$ cat src/net_ctrl_pkg.sv
package net_ctrl_pkg;

	// Wishbone control port
	localparam int WB_AW = 3;
	localparam int WB_DW = 16;

	// Register map
	localparam logic [WB_AW-1:0] REG_CTRL = 3'd0;
	localparam logic [WB_AW-1:0] REG_CMD = 3'd1;
	localparam logic [WB_AW-1:0] REG_STATUS = 3'd2;
	localparam logic [WB_AW-1:0] REG_FST_ERR = 3'd3;
	localparam logic [WB_AW-1:0] REG_RX_COUNT = 3'd4;

	// Command word layout
	localparam int CMD_OP_W = 4;
	localparam int CMD_SRC_LSB = 4;

	// Status is one bit per source plus the range error
	localparam int STAT_W = 3;
	localparam int RX_CNT_W = 16;

	typedef enum logic [CMD_OP_W-1:0] {
		op_none = 4'd0,
		op_corrupt_red = 4'd1,
		op_skip_seq = 4'd2,
		op_clear_err = 4'd3
	} ctrl_op_t;

endpackage

$ cat src/net_msg_pkg.sv
package net_msg_pkg;

	// Message field widths
	localparam int ASZ = 4;
	localparam int DSZ = 8;
	localparam int RSZ = 4;

	// Number of message sources and width of a source index
	localparam int NUM_SRC = 2;
	localparam int SRC_IW = (NUM_SRC > 1) ? $clog2(NUM_SRC) : 1;

	// Destinations cycle over this range
	localparam int MIN_ADDR = 1;
	localparam int MAX_ADDR = 3;

	// Source FSM states
	typedef enum logic [1:0] {
		st_idle,
		st_load,
		st_req,
		st_wait_low
	} src_state_t;

	// XOR of every nibble in source, destination and data
	function automatic logic [RSZ-1:0] calc_redun(
		input logic [ASZ-1:0] src,
		input logic [ASZ-1:0] dst,
		input logic [DSZ-1:0] dat
	);
		logic [2*ASZ+DSZ-1:0] flat;
		logic [RSZ-1:0] acc;
		flat = {src, dst, dat};
		acc = '0;
		for (int i = 0; i < (2*ASZ+DSZ)/RSZ; i++) begin
			acc = acc ^ flat[i*RSZ +: RSZ];
		end
		return acc;
	endfunction

endpackage

$ cat src/net_ctrl_regs.sv
`timescale 1ns/1ns

module net_ctrl_regs
	import net_msg_pkg::*;
	import net_ctrl_pkg::*;
(
	input logic snk0_clk,
	input logic reset,
	input logic wb_cyc,
	input logic wb_stb,
	input logic wb_we,
	input logic [WB_AW-1:0] wb_adr,
	input logic [WB_DW-1:0] wb_dat_w,
	output logic [WB_DW-1:0] wb_dat_r,
	output logic wb_ack,
	output logic [NUM_SRC-1:0] src_en,
	output ctrl_op_t cmd_op,
	output logic [SRC_IW-1:0] cmd_src,
	output logic cmd_valid,
	input logic [STAT_W-1:0] status_bits,
	input logic [DSZ-1:0] fst_err_inp,
	input logic [DSZ-1:0] fst_err_dat,
	input logic [RX_CNT_W-1:0] rx_count
);

	logic xfer;
	logic wr_cmd;

	// One transfer per strobe, acked on the following edge
	assign xfer = wb_cyc && wb_stb && !wb_ack;
	assign wr_cmd = xfer && wb_we && (wb_adr == REG_CMD);

	always_ff @(posedge snk0_clk) begin
		if (reset) begin
			wb_ack <= 1'b0;
			src_en <= '0;
			cmd_valid <= 1'b0;
		end else begin
			wb_ack <= xfer;
			cmd_valid <= wr_cmd;
			if (xfer && wb_we && (wb_adr == REG_CTRL)) begin
				src_en <= wb_dat_w[NUM_SRC-1:0];
			end
		end
	end

	always_ff @(posedge snk0_clk) begin
		if (wr_cmd) begin
			cmd_op <= ctrl_op_t'(wb_dat_w[CMD_OP_W-1:0]);
			cmd_src <= wb_dat_w[CMD_SRC_LSB +: SRC_IW];
		end
	end

	// Read data is captured with the ack
	always_ff @(posedge snk0_clk) begin
		if (xfer) begin
			case (wb_adr)
				REG_CTRL: wb_dat_r <= WB_DW'(src_en);
				REG_STATUS: wb_dat_r <= WB_DW'(status_bits);
				REG_FST_ERR: wb_dat_r <= {fst_err_dat, fst_err_inp};
				REG_RX_COUNT: wb_dat_r <= WB_DW'(rx_count);
				default: wb_dat_r <= '0;
			endcase
		end
	end

	a_ack_needs_strobe: assert property (
		@(posedge snk0_clk) disable iff (reset)
		$rose(wb_ack) |-> $past(wb_cyc && wb_stb)
	);

endmodule

$ cat config.mk
export PLATFORM = sky130hd
export DESIGN_NAME = net_ctrl_regs
export DESIGN_NICKNAME = d
export VERILOG_FILES = /design/src/net_ctrl_pkg.sv /design/src/net_msg_pkg.sv /design/src/net_ctrl_regs.sv
export SDC_FILE = /design/constraint.sdc
export NUM_CORES = 1
export LEC_CHECK = 0
export BUFFER_PORTS_ARGS = -buffer_cell sky130_fd_sc_hd__buf_2
export CORE_ASPECT_RATIO = 1.5
export CORE_MARGIN = 5
export CORE_UTILIZATION = 38
export DETAILED_ROUTE_END_ITERATION = 10
export PLACE_DENSITY = 0.84
export SLEW_MARGIN = 30
export SYNTH_ARGS = -nofsm -noshare
export SYNTH_HDL_FRONTEND = slang
export SYNTH_SLANG_ARGS = --single-unit
$ cat constraint.sdc
create_clock -name snk0_clk -period 1.8 [get_ports snk0_clk]
set_clock_uncertainty 0.2 [all_clocks]
set_input_delay 0.09 -clock snk0_clk [delete_from_list [all_inputs] [get_ports snk0_clk]]
set_output_delay 0.09 -clock snk0_clk [all_outputs]
set_load 0.01 [all_outputs]
==> results.ini, run 1 <==
[outcome]
run_status=complete, no violations

[yosys]
synth.yosys.seq_area_share_pct=66.82
avg_cell_area_syn_um2=14.98
synth.top_cell.area_share_pct=59.29
yosys_warns=0
synth_most_common_cell=sky130_fd_sc_hd__edfxtp_1
syn_area_mm2=0.001064
syn-num-nets=130
netlist_instances=71
postSynthRegisterBits=25
postSynth.topFlopCell=sky130_fd_sc_hd__edfxtp_1
synth_area_leader_cell=sky130_fd_sc_hd__edfxtp_1
netlist_top_cells_count=sky130_fd_sc_hd__edfxtp_1, sky130_fd_sc_hd__a22o_1, sky130_fd_sc_hd__dfxtp_1, sky130_fd_sc_hd__o21ai_1, sky130_fd_sc_hd__mux2_1
synth_cell_types=24
synth-edff-count=21
async_reset_ff_share_pct=0
synthTopCellsByArea=sky130_fd_sc_hd__edfxtp_1, sky130_fd_sc_hd__a22o_1, sky130_fd_sc_hd__dfxtp_1

[worst_hold_path]
timing.hold.worst.start=rx_count[1]
min_to=wb_dat_r[1]
min_path_type=input port to flop
holdPathStages=3

[final_layout]
post_route_cells_drive_above_1_share_pct=45.65
num_antenna_cells=0
final_net_count=244
finalCoreUtilization_pct=70.92
finalNonFillerCells=221
area.growth.synth_to_final_pct=78.47

[worst_setup_path]
ff2ff_path_depth=5
worstPathArrival_ns=1.51
cp.required_ns=1.62
critical_path_class=input port to flop
worst_r2r_endpoint=src_en[0]
setup.worst_path.end_class=flop
largest_fanout_on_the_critical_path=1
critPathLaunchType=input port
regToRegSetupSlack_ns=0.27
worst_r2r_startpoint=wb_ack

[pwr]
power.leakage_nw=0.8434
clock_power_share_pct=26.9
power_per_cell_area_mw_per_mm2=632.7
seqPwrFrac_pct=54.6
internal_power_w=0.0009391
vdd_drop_max_uv=375.2
pwr-share-comb_pct=18.5
sw_frac_of_total_pct=21.80
total_switching_power_w=0.0002618

[die]
io_pins=84
floorplan.rows=23
floorplan.die.width_um=53.20
initial_utilization_pct=39.74
area_of_the_die_mm2=0.003979
design.core.area_mm2=0.002676
die_height_um=74.80

[sta]
fin_worst_hold_slack_ns=0.02277
finalWorstPathRequiredPeriod_ns=1.690
setup_viol_count_final=0
slew_headroom_pct=61.31
fmaxAchievable_ghz=0.5918
rsz0062_at_grt=no
timing.setup.tns_ns=0
endpoints_failing_hold=0
slew_viol_final=0
final_min_period_over_clock_period_pct=93.88
worstMarginPinSlew_ns=0.5803

[drt]
drt-total-wl_um=3756
avgRoutedWirePerCell_um=17.00
routed-via-count=1089
drtIter0Drc=18
firstDrtPassIters=4
detail-route-antenna-nets=0
detail_route.drc_violations=0
post_drt_via_cell_ratio=4.928

[global_route]
grt_antenna_before_repair=0
global_route.usage.met3_pct=2.178
first_global_vias=1137
grt_usage_pct=19.98
globalRouteMet2Util_pct=37.71
top_usage_layer_grt=met2
grt_start_max_net_pins=19
grt.met1_usage_pct=20.51
grt_pass1_wl_um=5582
total_congestion_overflow_after_global_routing=0

[clock_tree]
cts_max_level=1
cell_at_the_root_of_the_clock_tree=sky130_fd_sc_hd__clkbuf_8
worst_setup_hold_path_clk_slew_ns=0.08
tritoncts=yes
numCtsBuffers=3
insertion_delay_ns=0.26
cts_setup_buffers=0
clk_path_buf_depth=2
cts.sink_count=25

[place]
place.detailed.instances=178
numPortBuffers=72
place_congestion=0.7132
dp.final_hpwl_um=2273

[job]
maxCapViolations=0

## flip-flops by register name, summed over array words and instances (netlist names)
name and flops:
wb_dat_r 16, src_en 2, cmd_valid 1, cmd_src 1, cmd_op 4, wb_ack 1
## how the worst max path moves through the flow
stage	startpoint	cells past startpoint	slack, ns	end
floorplan	wb_ack	2	0.20	cmd_op[0]
global placement	wb_adr[1]	3	0.31	wb_dat_r[15]
detailed placement	wb_adr[1]	3	0.28	wb_dat_r[11]
CTS	wb_adr[1]	4	0.02	wb_dat_r[3]
global route	wb_adr[1]	4	0.07	wb_dat_r[7]
finish	fst_err_inp[7]	4	0.11	wb_dat_r[7]
## critical path: stages
cell and delay, ns:
sky130_fd_sc_hd__dlygate4sd3_1 0.54, sky130_fd_sc_hd__buf_2 0.12, sky130_fd_sc_hd__a32o_1 0.21, sky130_fd_sc_hd__dlygate4sd3_1 0.55
## stage by stage
step | cell area [µm²] | total power, W | worst slack (ns)
after global placement | 1456 | 0.0008101 | 0.3141
after global routing | 1898 | 0.001256 | 0.07408
after CTS | 1892 | 0.001197 | 0.02423
final | 1898 | 0.001201 | 0.1102
after detailed placement | 1456 | 0.0008154 | 0.2792
after floorplan | 1064 | 0.0007335 | 0.2033
## layer usage
layer	up-vias	part of all wire, %
li1	507	-
met1	521	34
met2	51	57
met3	10	5.5
met4	0	3.2
met5	-	0
## power by group through the flow
stage	Clock (W)	Sequential, W	Combinational [W]
after floorplan	0	0.000681	0.0000522
after global placement	0	0.000668	0.000142
after detailed placement	0	0.000669	0.000147
after CTS	0.000328	0.000655	0.000213
after global routing	0.000360	0.000657	0.000239
final	0.000323	0.000656	0.000222
## placed cells by master, fill, tap and decap left out, types with 3 or more instances in the layout
cell / Yosys / layout
sky130_fd_sc_hd__edfxtp_1: 21 / 21
sky130_fd_sc_hd__dfxtp_1: 4 / 4
sky130_fd_sc_hd__a22o_1: 12 / 12
sky130_fd_sc_hd__buf_2: 2 / 72
sky130_fd_sc_hd__o21ai_1: 4 / 4
sky130_fd_sc_hd__mux2_1: 3 / 3
sky130_fd_sc_hd__dlygate4sd3_1: 0 / 39
sky130_fd_sc_hd__clkbuf_8: 0 / 3
## cell type report
type	count	area (µm²)
repair buffers	113	765.7
multi-input cells	39	319.1
fillers	181	778.2
clock buffers	4	45.04
flip-flops and latches	25	710.7
inverters	3	11.26
well taps	37	46.29
## cell families after synthesis
logic type | count (synthesis) | share of synthesized area [%]
flip-flops | 25 | 66.82
AND/OR/NAND/NOR | 14 | 10.12
multiplexers | 3 | 3.176
buffers and inverters | 7 | 3.765
AO/OA/AOI/OAI | 22 | 16.12
## what timing repair did
| action | in CTS | in global routing |
|---|---|---|
| endpoints found under the setup margin | 0 | 1 |
| endpoints found under the hold margin | 25 | 0 |
| hold buffers | 39 | 0 |
| gates resized for setup | 0 | 1 |
No activity file was read; power rests on OpenSTA's default activity.
==> run 2: changes to the inputs <==
--- a/config.mk
+++ b/config.mk
@@ -8,9 +8,10 @@
 export BUFFER_PORTS_ARGS = -buffer_cell sky130_fd_sc_hd__buf_2
 export CORE_ASPECT_RATIO = 1.5
 export CORE_MARGIN = 5
-export CORE_UTILIZATION = 38
+export CORE_UTILIZATION = 40
+export CTS_BUF_LIST = sky130_fd_sc_hd__clkbuf_4
 export DETAILED_ROUTE_END_ITERATION = 10
-export PLACE_DENSITY = 0.84
+export PLACE_DENSITY = 0.87
 export SLEW_MARGIN = 30
 export SYNTH_ARGS = -nofsm -noshare
 export SYNTH_HDL_FRONTEND = slang
==> run 2 against run 1 <==
Critical path type unchanged. Sequential share of layout area rose by 0.099 points. Die area fell by 4.2%. Cell count rose by 0.45%.
==> results.ini, run 2 (same netlist as run 1, synthesis figures left out) <==
[outcome]
run_status=complete, no violations

[place]
placedInstanceArea_mm2=0.001456  ; unchanged
dp.final_hpwl_um=2318  ; +2.0%
numPortBuffers=72  ; unchanged
place_congestion=0.7375  ; +3.4%

[final_layout]
post_route_cells_drive_above_1_share_pct=45.95  ; +0.29 points
reg.largest.list=wb_dat_r: 16 flops, cmd_op: 4 flops, src_en: 2 flops
num_antenna_cells=0  ; unchanged
largest_register_ff_count=16  ; unchanged
fill_cells=173  ; -4.4%
area.growth.synth_to_final_pct=78.00
mostFrequentLayoutCells=sky130_fd_sc_hd__buf_2, sky130_fd_sc_hd__dlygate4sd3_1, sky130_fd_sc_hd__edfxtp_1
finalInstanceArea_mm2=0.001893  ; -0.26%
largest_register=wb_dat_r
mostFrequentLayoutCell=sky130_fd_sc_hd__buf_2
finalCoreUtilization_pct=72.29  ; +1.4 points
final_net_count=245  ; +0.41%

[worst_setup_path]
cp.required_ns=1.79  ; +0.17 ns
worstPathArrival_ns=1.65  ; +0.14 ns
path_cells=dlygate4sd3_1 -> buf_2 -> and3b_1 -> a22o_1
critical_path_class=input port to flop
largest_fanout_on_the_critical_path=15  ; +14
timing.critical_path.max_delay_family=buffers and inverters
critPathLaunchType=input port
cp_max_stage_delay_ns=0.56  ; about the same
critical_path.n_buffers_inverters=2  ; -1
setup.worst_path.end_class=flop
crit_path_top_delay_cell=sky130_fd_sc_hd__and3b_1

[pwr]
power.leakage_nw=0.8383  ; -0.61%
report.power.total_w=0.001130  ; -5.9%
sw_frac_of_total_pct=23.24  ; +1.4 points
pwr-share-comb_pct=19.6  ; +1.1 points
seqPwrFrac_pct=58.1  ; +3.5 points
total_switching_power_w=0.0002625  ; +0.25%
vdd_drop_max_uv=454.7  ; +21%
internal_power_w=0.0008671  ; -7.7%
power_per_cell_area_mw_per_mm2=596.7  ; -5.7%
clock_power_share_pct=22.2  ; -4.7 points

[sta]
timing.setup.tns_ns=0  ; unchanged
fmaxAchievable_ghz=0.6021  ; +1.8%
finalWorstPathRequiredPeriod_ns=1.661  ; -0.02911 ns
worstMarginPinSlew_ns=0.5662  ; -0.01406 ns
rsz0062_at_grt=no
setup_viol_count_final=0  ; unchanged
endpoints_failing_hold=0  ; unchanged
slew_headroom_pct=62.25  ; +0.94 points
fin_worst_hold_slack_ns=0.009001  ; -0.01377 ns
final_min_period_over_clock_period_pct=92.26  ; -1.6 points
slew_viol_final=0  ; unchanged

[drt]
routed-via-count=1101  ; +1.1%
firstDrtPassIters=4  ; unchanged
avgRoutedWirePerCell_um=16.23  ; -4.5%
drt-total-wl_um=3602  ; -4.1%
detail-route-antenna-nets=0  ; unchanged
drtIter0Drc=37  ; +19
detail_route.drc_violations=0  ; unchanged
post_drt_via_cell_ratio=4.959  ; +0.65%

[global_route]
first_global_vias=1210  ; +6.4%
grt_pass1_wl_um=5361  ; -4.0%
grt_usage_pct=19.57  ; -0.41 points
grt_start_max_net_pins=19  ; unchanged
total_congestion_overflow_after_global_routing=0  ; unchanged
grt_antenna_before_repair=0  ; unchanged

[clock_tree]
insertion_delay_ns=0.31  ; +0.05 ns
clk_path_buf_depth=2  ; unchanged
cts_max_level=1  ; unchanged
cts_setup_buffers=0  ; unchanged
cts.sink_count=25  ; unchanged
tritoncts=yes
cell_at_the_root_of_the_clock_tree=sky130_fd_sc_hd__clkbuf_4
numCtsBuffers=3  ; unchanged
worst_setup_hold_path_clk_slew_ns=0.14  ; +0.06 ns

[worst_hold_path]
min_path_type=input port to flop

[die]
area_of_the_die_mm2=0.003811  ; -4.2%
design.core.area_mm2=0.002619  ; -2.2%
initial_utilization_pct=40.61  ; +0.87 points
floorplan.die.width_um=52.10  ; -2.1%
floorplan.rows=23  ; unchanged
die_height_um=73.15  ; -2.2%
io_pins=84  ; unchanged

[job]
maxCapViolations=0  ; unchanged

-- run 2: worst paths after layout --
kind              startpoint            to  slack, ns  depth (start not counted)
hold / removal         wb_we     src_en[0]      0.009                          4
setup / recovery   wb_adr[0]  wb_dat_r[15]       0.14                          4
setup reg to reg      wb_ack     cmd_op[2]       0.25                          3
hold reg to reg    src_en[0]     src_en[0]       0.35                          2
-- run 2: worst min-delay path: stages --
cell,delay (ns)
sky130_fd_sc_hd__buf_2,0.11
sky130_fd_sc_hd__nor2b_1,0.15
sky130_fd_sc_hd__nand4_1,0.09
sky130_fd_sc_hd__a21oi_1,0.06
-- run 2: routing by layer --
layer	part of all wire (%)	track usage [%]	up-vias
met5	0	0	-
met3	5.4	0.8180	10
met2	59	37.76	59
met4	2.7	11.37	0
met1	33	19.92	520
li1	-	-	512
-- run 2: repair_timing --
item                       4_1_cts  5_1_grt
hold endpoints to repair        25        0
resized for setup                0        1
setup endpoints to repair        0       13
hold buffers                    40        0
-- run 2: layout make-up --
type | instances | area (µm²) | share of cell area [%]
Timing Repair Buffer | 114 | 775.7 | 40.98
Sequential cell | 25 | 710.7 | 37.54
Multi-Input combinational cell | 39 | 319.1 | 16.85
Tap cell | 37 | 46.29 | 2.445
Clock buffer | 3 | 22.52 | 1.190
Inverter | 3 | 11.26 | 0.5948
Clock inverter | 1 | 7.507 | 0.3966
-- run 2: stage by stage --
step                      cells  setup slack, ns
after CTS                   222          0.05063
after global placement      178           0.3446
after global routing        222          0.02503
after detailed placement    178           0.2360
after floorplan              71           0.2033
final                       222           0.1393
-- run 2: power groups by stage --
stage / Sequential (W) / Clock, W / Combinational (W)
6_report: 0.000657 / 0.000251 / 0.000222
5_1_grt: 0.000658 / 0.000272 / 0.000238
4_1_cts: 0.000656 / 0.000256 / 0.000216
3_5_place_dp: 0.000669 / 0 / 0.000148
3_3_place_gp: 0.000668 / 0 / 0.000142
2_1_floorplan: 0.000681 / 0 / 0.0000522
