`src/net_ctrl_pkg.sv`:
```
package net_ctrl_pkg;

	// Wishbone control port
	localparam int WB_AW = 3;
	localparam int WB_DW = 16;

	// Register map
	localparam logic [WB_AW-1:0] REG_CTRL = 3'd0;
	localparam logic [WB_AW-1:0] REG_CMD = 3'd1;
	localparam logic [WB_AW-1:0] REG_STATUS = 3'd2;
	localparam logic [WB_AW-1:0] REG_FST_ERR = 3'd3;
	localparam logic [WB_AW-1:0] REG_RX_COUNT = 3'd4;

	// Command word layout
	localparam int CMD_OP_W = 4;
	localparam int CMD_SRC_LSB = 4;

	// Status is one bit per source plus the range error
	localparam int STAT_W = 3;
	localparam int RX_CNT_W = 16;

	typedef enum logic [CMD_OP_W-1:0] {
		op_none = 4'd0,
		op_corrupt_red = 4'd1,
		op_skip_seq = 4'd2,
		op_clear_err = 4'd3
	} ctrl_op_t;

endpackage

```
`src/net_msg_pkg.sv`:
```
package net_msg_pkg;

	// Message field widths
	localparam int ASZ = 4;
	localparam int DSZ = 8;
	localparam int RSZ = 4;

	// Number of message sources and width of a source index
	localparam int NUM_SRC = 2;
	localparam int SRC_IW = (NUM_SRC > 1) ? $clog2(NUM_SRC) : 1;

	// Destinations cycle over this range
	localparam int MIN_ADDR = 1;
	localparam int MAX_ADDR = 3;

	// Source FSM states
	typedef enum logic [1:0] {
		st_idle,
		st_load,
		st_req,
		st_wait_low
	} src_state_t;

	// XOR of every nibble in source, destination and data
	function automatic logic [RSZ-1:0] calc_redun(
		input logic [ASZ-1:0] src,
		input logic [ASZ-1:0] dst,
		input logic [DSZ-1:0] dat
	);
		logic [2*ASZ+DSZ-1:0] flat;
		logic [RSZ-1:0] acc;
		flat = {src, dst, dat};
		acc = '0;
		for (int i = 0; i < (2*ASZ+DSZ)/RSZ; i++) begin
			acc = acc ^ flat[i*RSZ +: RSZ];
		end
		return acc;
	endfunction

endpackage

```
`src/msg_source.sv`:
```
`timescale 1ns/1ns

module msg_source
	import net_msg_pkg::*;
	import net_ctrl_pkg::*;
#(
	parameter int SRC_ID = 0
) (
	input logic snk0_clk,
	input logic reset,
	input logic en,
	input ctrl_op_t cmd_op,
	input logic [SRC_IW-1:0] cmd_src,
	input logic cmd_valid,
	input logic ack,
	output logic req,
	output logic [ASZ-1:0] src,
	output logic [ASZ-1:0] dst,
	output logic [DSZ-1:0] dat,
	output logic [RSZ-1:0] red
);

	src_state_t state;
	logic [3:0] cnt;
	logic [3:0] nib;
	logic pend_red;
	logic pend_skip;
	logic load;
	logic cmd_hit;

	assign src = ASZ'(SRC_ID);
	assign load = (state == st_idle) && en;
	assign cmd_hit = cmd_valid && (cmd_src == SRC_IW'(SRC_ID));
	// A pending skip drops one count
	assign nib = pend_skip ? cnt + 4'd1 : cnt;

	always_ff @(posedge snk0_clk) begin
		if (reset) begin
			state <= st_idle;
			req <= 1'b0;
			cnt <= '0;
			dst <= ASZ'(MIN_ADDR);
			pend_red <= 1'b0;
			pend_skip <= 1'b0;
		end else begin
			case (state)
				st_idle: if (en) begin
					cnt <= nib + 4'd1;
					state <= st_load;
				end
				st_load: if (!ack) begin
					req <= 1'b1;
					state <= st_req;
				end
				st_req: if (ack) begin
					req <= 1'b0;
					state <= st_wait_low;
				end
				st_wait_low: if (!ack) begin
					dst <= (dst >= ASZ'(MAX_ADDR)) ? ASZ'(MIN_ADDR) : dst + 1'b1;
					state <= st_idle;
				end
				default: state <= st_idle;
			endcase
			if (load) begin
				pend_red <= 1'b0;
				pend_skip <= 1'b0;
			end
			if (cmd_hit && (cmd_op == op_corrupt_red)) begin
				pend_red <= 1'b1;
			end
			if (cmd_hit && (cmd_op == op_skip_seq)) begin
				pend_skip <= 1'b1;
			end
		end
	end

	always_ff @(posedge snk0_clk) begin
		if (load) begin
			dat <= DSZ'(nib);
			red <= calc_redun(src, dst, DSZ'(nib)) ^ {RSZ{pend_red}};
		end
	end

	a_fields_stable: assert property (
		@(posedge snk0_clk) disable iff (reset)
		(req && !ack) |=> $stable({dst, dat, red})
	);

endmodule

```
`config.mk`:
```
export PLATFORM = sky130hd
export DESIGN_NAME = msg_source
export DESIGN_NICKNAME = d
export VERILOG_FILES = /design/src/net_ctrl_pkg.sv /design/src/net_msg_pkg.sv /design/src/msg_source.sv
export SDC_FILE = /design/constraint.sdc
export NUM_CORES = 1
export LEC_CHECK = 0
export ABC_AREA = 1
export CORE_MARGIN = 2
export CORE_UTILIZATION = 36
export DETAILED_ROUTE_END_ITERATION = 12
export DONT_BUFFER_PORTS = 1
export GPL_TIMING_DRIVEN = 0
export SYNTH_ARGS = -nofsm -noshare
export SYNTH_HDL_FRONTEND = slang
export SYNTH_SLANG_ARGS = --single-unit
```
`constraint.sdc`:
```
create_clock -name snk0_clk -period 2.9 [get_ports snk0_clk]
set_input_delay 0 -clock snk0_clk [delete_from_list [all_inputs] [get_ports snk0_clk]]
set_output_delay 0 -clock snk0_clk [all_outputs]
set_load 0.02 [all_outputs]
```
==> results of run 1 <==
[layer usage]
layer  track usage  wire (µm)
met1         0.133        838
met5             0          0
met2         0.191        904
met3        0.0541        111
met4        0.0286          0
[power by group through the flow]
stage / combinational [mW] / sequential, mW / clock (mW)
4_1_cts: 0.295 / 0.488 / 0.143
6_report: 0.295 / 0.488 / 0.134
5_1_grt: 0.342 / 0.498 / 0.152
3_5_place_dp: 0.288 / 0.496 / 0
2_1_floorplan: 0.238 / 0.482 / 0
3_3_place_gp: 0.273 / 0.490 / 0
[layout by cell type, fill, tap and decap left out, drive strengths merged, types with 2 or more instances in the layout]
cell	n
dfxtp	13
xor2	2
nor3	3
inv	19
xnor2	7
nand3	4
dlygate4sd3	7
clkbuf	4
nor2	17
a21oi	5
ha	8
edfxtp	8
o21ai	10
nand2	24
conb	8
buf	8
[registers in the layout (all words and copies together) (netlist names)]
register,flops
cnt,4
pend_skip,1
red,4
pend_red,1
state,2
dst,4
req,1
dat,4
[cell type report]
type	instances	area, µm²	share of cell area
clock inverter	1	5.00	0.00389
clock buffer	3	22.5	0.0175
multi-input combinational	91	513	0.398
timing repair buffer	7	70.1	0.0544
buffer	9	63.8	0.0496
tap	33	41.3	0.0321
sequential	21	500	0.389
inverter	19	71.3	0.0554
[worst max-delay path, stage by stage (launching register included)]
cell           delay [ns]
dfxtp_1              0.41
inv_1                0.11
ha_1                 0.22
nand2_1              0.16
nand2_1              0.08
a21oi_1              0.13
dlygate4sd3_1        0.55
[worst paths after layout]
path	startpoint	to	slack, ns	cells after the start
max	state[0]	pend_skip	1.19	6
min	en	state[1]	0.03	3
max reg2reg	state[0]	pend_skip	1.19	6
min reg2reg	cnt[1]	cnt[1]	0.55	2
[metrics by stage]
| stage | area [µm²] | setup slack (ns) |
|---|---|---|
| after global routing | 1290 | 1.09 |
| after floorplan | 1150 | 1.53 |
| after CTS | 1290 | 1.21 |
| after global placement | 1190 | 1.43 |
| final | 1290 | 1.19 |
| after detailed placement | 1190 | 1.38 |
[cells by family after synthesis]
kind of cell,Yosys count
other,1
and+or+nand+nor,49
adders and majority gates,8
buffers and inverters,28
xor gates and xnor gates,9
AOI/OAI and AO/OA,17
DFF,21
==> flow_summary_export.csv, run 1 <==
group,metric,value,unit
outcome,status,"finished clean",
floorplanning,design.core.area,3000,µm²
timing,rsz0062_at_grt,"no",
pwr,leakage,0.591,nW
pwr,p_seq_frac,0.532,
layout,stdcell_count,184,
clocking,cts_num_sinks,21,
global_routing,grt_pass1_wl,3130,µm
layout,area_delta_synth_final,14.7,%
worst_setup_path,cp.arrival,1.96,ns
global_routing,grt_antenna_before_repair,0,
floorplanning,dieArea,3580,µm²
clocking,postCtsHoldBufs,7,
synthesis,netlist_instances,133,
clocking,clk_path_buf_depth,2,
worst_setup_path,end_kind,"flop",
pwr,netSwitchingPower,0.360,mW
synthesis,yosys.area_share.adder,0.0892,
pwr,intPower,0.558,mW
synthesis,synth_mux_area_frac,0,
layout,fillCellCount,310,
timing,setup_viol,0,
layout,finish.utilization,0.429,
pwr,p_clk_frac,0.146,
synthesis,synth_commonest_cells,"nand2_1, inv_1, nor2_1",
detailed_routing,drc_errors,0,
layout,layout-drive-gt1-share,0.113,
floorplanning,die_w,59.8,µm
place,dp_hpwl,1460,µm
timing,report.final.slew_viol_count,0,
floorplanning,start_util,0.374,
timing,fin_skew,0.00241,ns
pwr,irDropWorstVdd,0.000380,V
synthesis,avgSynthCellArea,8.44,µm²
synthesis,synth_edf_count,8,
floorplanning,rows,20,
timing,post-route-period-util,0.589,
hold_path,hold_class,"input pin to flop",
pwr,p_sw_frac,0.392,
place,numPortBuffers,0,
clocking,cts_tree,"done",
clocking,cts_resized,0,
synthesis,synth_area_leaders,"dfxtp_1, edfxtp_1, ha_1",
global_routing,grt_pass1_vias,778,
synthesis,yosys_register_bits,21,
synthesis,synthFlopType,"dfxtp_1",
synthesis,yosysMostFrequentCell,"nand2_1",
pwr,p_comb_frac,0.321,
pwr,p_per_area,712,nW/µm²
synthesis,synth_compound_area_frac,0.0792,
timing,hold_viol,0,
detailed_routing,dr.first_iter.drc_count,5,
synthesis,yosysTopAreaCell,"dfxtp_1",
worst_setup_path,cp_max_fo,6,
detailed_routing,routed_wl,1850,µm
synthesis,synth_top_family_by_area,"simple AND/OR/NAND/NOR gates",
timing,setup_tns,0,ns
clocking,cts.clk_slew.worst_paths,0.11,ns
worst_setup_path,startpoint_type,"flop",
detailed_routing,drtPass1Iterations,4,
clocking,root_buffer,"clkbuf_4",
worst_setup_path,worstSetupPathType,"flop to flop",
clocking,post_cts_buffers,0,
global_routing,grt_max_degree,14,
floorplanning,ios,31,
synthesis,synth_top_area_share,0.232,
global_routing,grt_util_all_layers,0.115,
synthesis,async_reset_ff_frac,0,
layout,nets,170,
global_routing,grt_overflow,0,
floorplanning,die_h,59.8,µm
clocking,cts_buffers,3,
clocking,insertion_delay,0.30,ns
detailed_routing,wl_per_cell,10.1,µm
detailed_routing,vias,822,
place,dp.cells,173,
layout,diodes,0,
detailed_routing,viasPerCell,4.47,
synthesis,synth_xor_area_frac,0.0702,
synthesis,synth_cell_types,22,
synthesis,ys.warnings.count,0,
worst_setup_path,critPathRequiredTime,3.15,ns
job,maxCapViolCount,0,
synthesis,synth_area,1120,µm²
synthesis,synth_simple_gate_area_frac,0.192,
timing,fin_crit,1.71,ns
pwr,total_power,0.917,mW
synthesis,synth_seq_area_share,0.446,
detailed_routing,antenna_left,0,
place,place.gp.congestion,0.782,
timing,fmax,0.586,GHz
clocking,h-tree-depth,1,
timing,hold_ws,0.0334,ns
Power figures use the tool's default switching activity.
==> run 2, diff against run 1 <==
==> constraint.sdc (replaced) <==
create_clock -name snk0_clk -period 1.5 [get_ports snk0_clk]
set_input_delay 0 -clock snk0_clk [delete_from_list [all_inputs] [get_ports snk0_clk]]
set_output_delay 0 -clock snk0_clk [all_outputs]
set_load 0.02 [all_outputs]
==> run 2 against run 1 <==
  * Clock-buffer cell count did not move
  * Wire length rose by 7.0%
  * Register-to-register slack got worse by 1.1 ns
==> flow_summary_export.csv, run 2 (same netlist as run 1, synthesis figures left out) <==
group,metric,value,unit
hold_path,hold_class,"input pin to flop",
clocking,cts_tree,"done",
detailed_routing,antenna_left,0,
detailed_routing,drtPass1Iterations,4,
floorplanning,die_h,59.8,µm
detailed_routing,viasPerCell,4.46,
layout,fillCellCount,308,
layout,multi_input_area,518,µm²
place,numPortBuffers,0,
global_routing,grt_use_met3,0.0541,
pwr,p_sw_frac,0.389,
clocking,root_buffer,"clkbuf_4",
clocking,insertion_delay,0.30,ns
pwr,p_per_area,1370,nW/µm²
detailed_routing,drc_errors,0,
detailed_routing,vias,843,
timing,setup_viol,0,
pwr,leakage,0.605,nW
global_routing,busiest_layer,"met2",
timing,post-route-period-util,0.947,
layout,seq_area,505,µm²
layout,stdcell_area,1350,µm²
pwr,irDropWorstVdd,0.000767,V
global_routing,grt_max_degree,14,
global_routing,grt_pass1_vias,808,
timing,fmax,0.704,GHz
layout,final_common_cell,"nand2_1",
pwr,intPower,1.13,mW
detailed_routing,wl_per_cell,10.5,µm
timing,rsz0062_at_grt,"no",
timing,hold_ws,0.0252,ns
worst_setup_path,end_kind,"flop",
detailed_routing,routed_wl,1980,µm
floorplanning,start_util,0.374,
layout,layout-drive-gt1-share,0.167,
pwr,netSwitchingPower,0.718,mW
outcome,status,"finished clean",
layout,area_delta_synth_final,20.0,%
floorplanning,ios,31,
timing,fin_skew,0.00306,ns
worst_setup_path,cp_max_fo,8,
place,dp_hpwl,1460,µm
floorplanning,design.core.area,3000,µm²
place,dp.cells,173,
timing,report.final.slew_viol_count,0,
floorplanning,die_w,59.8,µm
layout,layout_common_cells,"nand2_1, inv_1, nor2_1",
clocking,cts.clk_slew.worst_paths,0.11,ns
pwr,p_comb_frac,0.343,
global_routing,grtUsageMet2,0.207,
worst_setup_path,worstSetupPathType,"flop to flop",
place,place.gp.congestion,0.782,
timing,hold_viol,0,
layout,diodes,0,
clocking,clk_path_buf_depth,2,
detailed_routing,dr.first_iter.drc_count,10,
global_routing,grt_pass1_wl,3280,µm
clocking,cts_num_sinks,21,
place,place_area,1190,µm²
worst_setup_path,cp.arrival,1.49,ns
floorplanning,rows,20,
pwr,p_seq_frac,0.515,
global_routing,grt_antenna_before_repair,0,
layout,nets,175,
timing,fin_crit,1.42,ns
clocking,cts_buffers,3,
worst_setup_path,startpoint_type,"flop",
clocking,h-tree-depth,1,
pwr,p_clk_frac,0.142,
global_routing,grt_overflow,0,
floorplanning,dieArea,3580,µm²
global_routing,grt_util_all_layers,0.121,
layout,stdcell_count,189,
global_routing,grt_use_met1,0.137,
job,maxCapViolCount,0,
worst_setup_path,critPathRequiredTime,1.57,ns
-- run 2: changes by cell type in the layout (fill, tap and decap cells not counted), sizes merged --
| cell | previous run | this run |
|---|---|---|
| dlygate4sd3 | 7 | 10 |
| buf | 8 | 10 |
| clkinvlp | 0 | 1 |
| inv | 19 | 18 |
-- run 2: worst max-delay path, stage by stage (launching register included) --
cell and delay, ns:
dfxtp_2 0.38, inv_1 0.08, ha_1 0.22, nand2_2 0.14, clkinvlp_4 0.17, buf_4 0.20
-- run 2: path summary, 6_finish.rpt --
path	start	endpoint	slack (ns)	cells past startpoint
max	state[0]	dat[1]	0.08	5
min	en	state[1]	0.03	3
max reg2reg	state[0]	dat[1]	0.08	5
min reg2reg	cnt[1]	cnt[1]	0.53	2
-- run 2: through the flow --
stage | TNS [ns] | power [mW] | worst slack (ns) | util
CTS | -0.0383 | 1.80 | -0.0215 | 0.440
global placement | 0 | 1.47 | 0.0256 | 0.396
global route | 0 | 1.99 | 0.00667 | 0.448
floorplan | 0 | 1.39 | 0.127 | -
detailed placement | -0.0471 | 1.52 | -0.0188 | 0.396
finish | 0 | 1.85 | 0.0800 | 0.448
-- run 2: cell type report --
cell class / instances / area share
clock inverter: 1 / 0.00372
sequential: 21 / 0.375
inverter: 19 / 0.0558
clock buffer: 3 / 0.0167
timing repair buffer: 12 / 0.0855
buffer: 9 / 0.0474
tap: 33 / 0.0307
multi-input combinational: 91 / 0.385
-- run 2: power by group through the flow --
stage	registers, mW	clock network, mW	logic (mW)
2_1_floorplan	0.932	0	0.459
3_3_place_gp	0.947	0	0.527
3_5_place_dp	0.958	0	0.557
4_1_cts	0.945	0.276	0.583
5_1_grt	0.972	0.294	0.728
6_report	0.952	0.262	0.633
-- run 2: timing repair --
action | 4_1_cts | 5_1_grt
hold buffers | 10 | 0
endpoints found under the setup margin | 4 | 14
endpoints found under the hold margin | 13 | 0
setup buffers | 0 | 2
gates resized for setup | 2 | 7
pin swaps | 0 | 1
-- run 2: layer usage --
metal	share of wire	wire [µm]
met1	0.43	857
met2	0.51	1010
met3	0.058	116
met4	0	0
met5	0	0
==> run 3, diff against run 2 <==
--- a/config.mk
+++ b/config.mk
@@ -7,7 +7,7 @@
 export LEC_CHECK = 0
 export ABC_AREA = 1
 export CORE_MARGIN = 2
-export CORE_UTILIZATION = 36
+export CORE_UTILIZATION = 45
 export DETAILED_ROUTE_END_ITERATION = 12
 export DONT_BUFFER_PORTS = 1
 export GPL_TIMING_DRIVEN = 0
==> run 3 against run 2 <==
  * Clock power increased by 3%
  * Core utilization is 12 points higher
  * Sequential share of layout area is 0.35 points lower
  * Fmax rose by 0.95%
  * Flip-flop and latch count is the same
  * Worst hold slack lost 0.021 ns
  * Clock-buffer cell count is 1 higher
  * Sequential power is essentially flat
  * Critical path type unchanged
  * Largest cell class unchanged
==> flow_summary_export.csv, run 3 (same netlist as run 1, synthesis figures left out) <==
group,metric,value,unit
timing,fin_ws,0.0933,ns
worst_setup_path,path_depth,7,
hold_path,hold_path_depth,3,
clocking,cts_num_sinks,21,
clocking,clk_path_buf_depth,2,
pwr,irDropWorstVdd,0.000891,V
timing,post-route-period-util,0.938,
worst_setup_path,cp.arrival,1.61,ns
layout,area_delta_synth_final,21.1,%
layout,diodes,0,
worst_setup_path,reg2reg_depth,7,
clocking,h-tree-depth,1,
detailed_routing,drtPass1Iterations,3,
hold_path,hold_class,"input pin to flop",
floorplanning,die_w,53.9,µm
global_routing,grt_antenna_before_repair,0,
worst_setup_path,cp_slowest_cell,"dfxtp_2",
worst_setup_path,cp_top_family,"adder cells",
detailed_routing,vias,859,
timing,hold_viol,0,
timing,hold_ws,0.00466,ns
floorplanning,start_util,0.466,
clocking,insertion_delay,0.30,ns
timing,report.final.slew_viol_count,0,
floorplanning,ios,31,
clocking,cts_tree,"done",
place,dp_slack,-0.0151,ns
worst_setup_path,startpoint_type,"flop",
floorplanning,dieArea,2910,µm²
timing,fmax,0.711,GHz
global_routing,grt_overflow,0,
detailed_routing,drc_errors,0,
place,dp.cells,170,
layout,layout-drive-gt1-share,0.177,
detailed_routing,antenna_left,0,
detailed_routing,viasPerCell,4.57,
worst_setup_path,worstSetupPathType,"flop to flop",
layout,layout_common_cells,"nand2_1, inv_1, nor2_1",
worst_setup_path,end_kind,"flop",
layout,stdcell_count,188,
worst_setup_path,critPathRequiredTime,1.71,ns
place,numPortBuffers,0,
layout,nets,177,
worst_setup_path,crit_buf_inv,1,
job,maxCapViolCount,0,
clocking,root_buffer,"clkbuf_4",
global_routing,grt_util_all_layers,0.163,
global_routing,grt_pass1_vias,850,
clocking,cts_buffers,3,
worst_setup_path,cp_max_fo,4,
pwr,p_per_area,1390,nW/µm²
outcome,status,"finished clean",
floorplanning,design.core.area,2410,µm²
worst_setup_path,crit_top_cell,"ha_1",
timing,setup_viol,0,
detailed_routing,dr.first_iter.drc_count,5,
global_routing,grt_pass1_wl,3380,µm
detailed_routing,routed_wl,2050,µm
place,place.gp.congestion,0.709,
floorplanning,die_h,53.9,µm
timing,rsz0062_at_grt,"no",
pwr,leakage,0.619,nW
timing,fin_crit,1.41,ns
clocking,cts.clk_slew.worst_paths,0.12,ns
floorplanning,rows,18,
timing,fin_skew,0.00569,ns
worst_setup_path,worstPathCellList,"ha_1 -> nand2_1 -> nand2_2 -> ha_1 -> xor2_1 -> o21ai_1 -> inv_1",
pwr,total_power,1.88,mW
worst_setup_path,cpPeakStageDelay,0.35,ns
global_routing,grt_max_degree,12,
place,dp_hpwl,1420,µm
detailed_routing,wl_per_cell,10.9,µm
## run 3: cell types whose count changed in the layout (fill, tap and decap cells not counted)
cell	before	now
buf_4	10	12
nand2_1	19	18
clkinv_2	1	0
clkbuf_1	1	2
nand2_2	5	6
## run 3: area by class of cell
cell class / instances / area, µm²
tap: 30 / 37.5
timing repair buffer: 14 / 130
buffer: 9 / 63.8
sequential: 21 / 505
clock buffer: 4 / 26.3
inverter: 19 / 75.1
fill: 226 / 1050
multi-input combinational: 91 / 520
## run 3: worst reg2reg max path, stage by stage, from the launching register on
cell and delay (ns):
dfxtp_2 0.35, ha_1 0.29, nand2_1 0.09, nand2_2 0.07, ha_1 0.19, xor2_1 0.17, o21ai_1 0.12, inv_1 0.04
## run 3: layer usage
metal,part of all wire,GRT usage,vias up
met3,0.034,0.0361,4
met1,0.44,0.191,378
met5,0,0,-
met4,0.012,0.0641,0
met2,0.51,0.287,22
li1,-,-,455
## run 3: metrics by stage
stage | setup TNS, ns | area [µm²] | util
2_1_floorplan | 0 | 1150 | -
4_1_cts | 0 | 1350 | 0.558
6_report | 0 | 1360 | 0.564
5_1_grt | 0 | 1360 | 0.564
3_3_place_gp | 0 | 1190 | 0.492
3_5_place_dp | -0.0981 | 1190 | 0.492
## run 3: timing repair
item                                    4_1_cts  5_1_grt
cloned                                        0        0
hold buffers                                 10        0
endpoints found under the hold margin        12        0
endpoints found under the setup margin       11       10
setup buffers                                 3        1
pin swaps                                     0        2
gates resized for setup                       4        6
## run 3: final timing paths
check / slack, ns / end / startpoint
setup / recovery: 0.09 / cnt[2] / cnt[0]
hold / removal: 0.005 / state[1] / en
setup reg to reg: 0.09 / cnt[2] / cnt[0]
hold reg to reg: 0.53 / cnt[1] / cnt[1]
## run 3: report_power, final
group	switching [mW]	leakage (nW)	internal [mW]
combinational	0.386	0.419	0.279
sequential	0.176	0.184	0.774
clock	0.166	0.0150	0.104
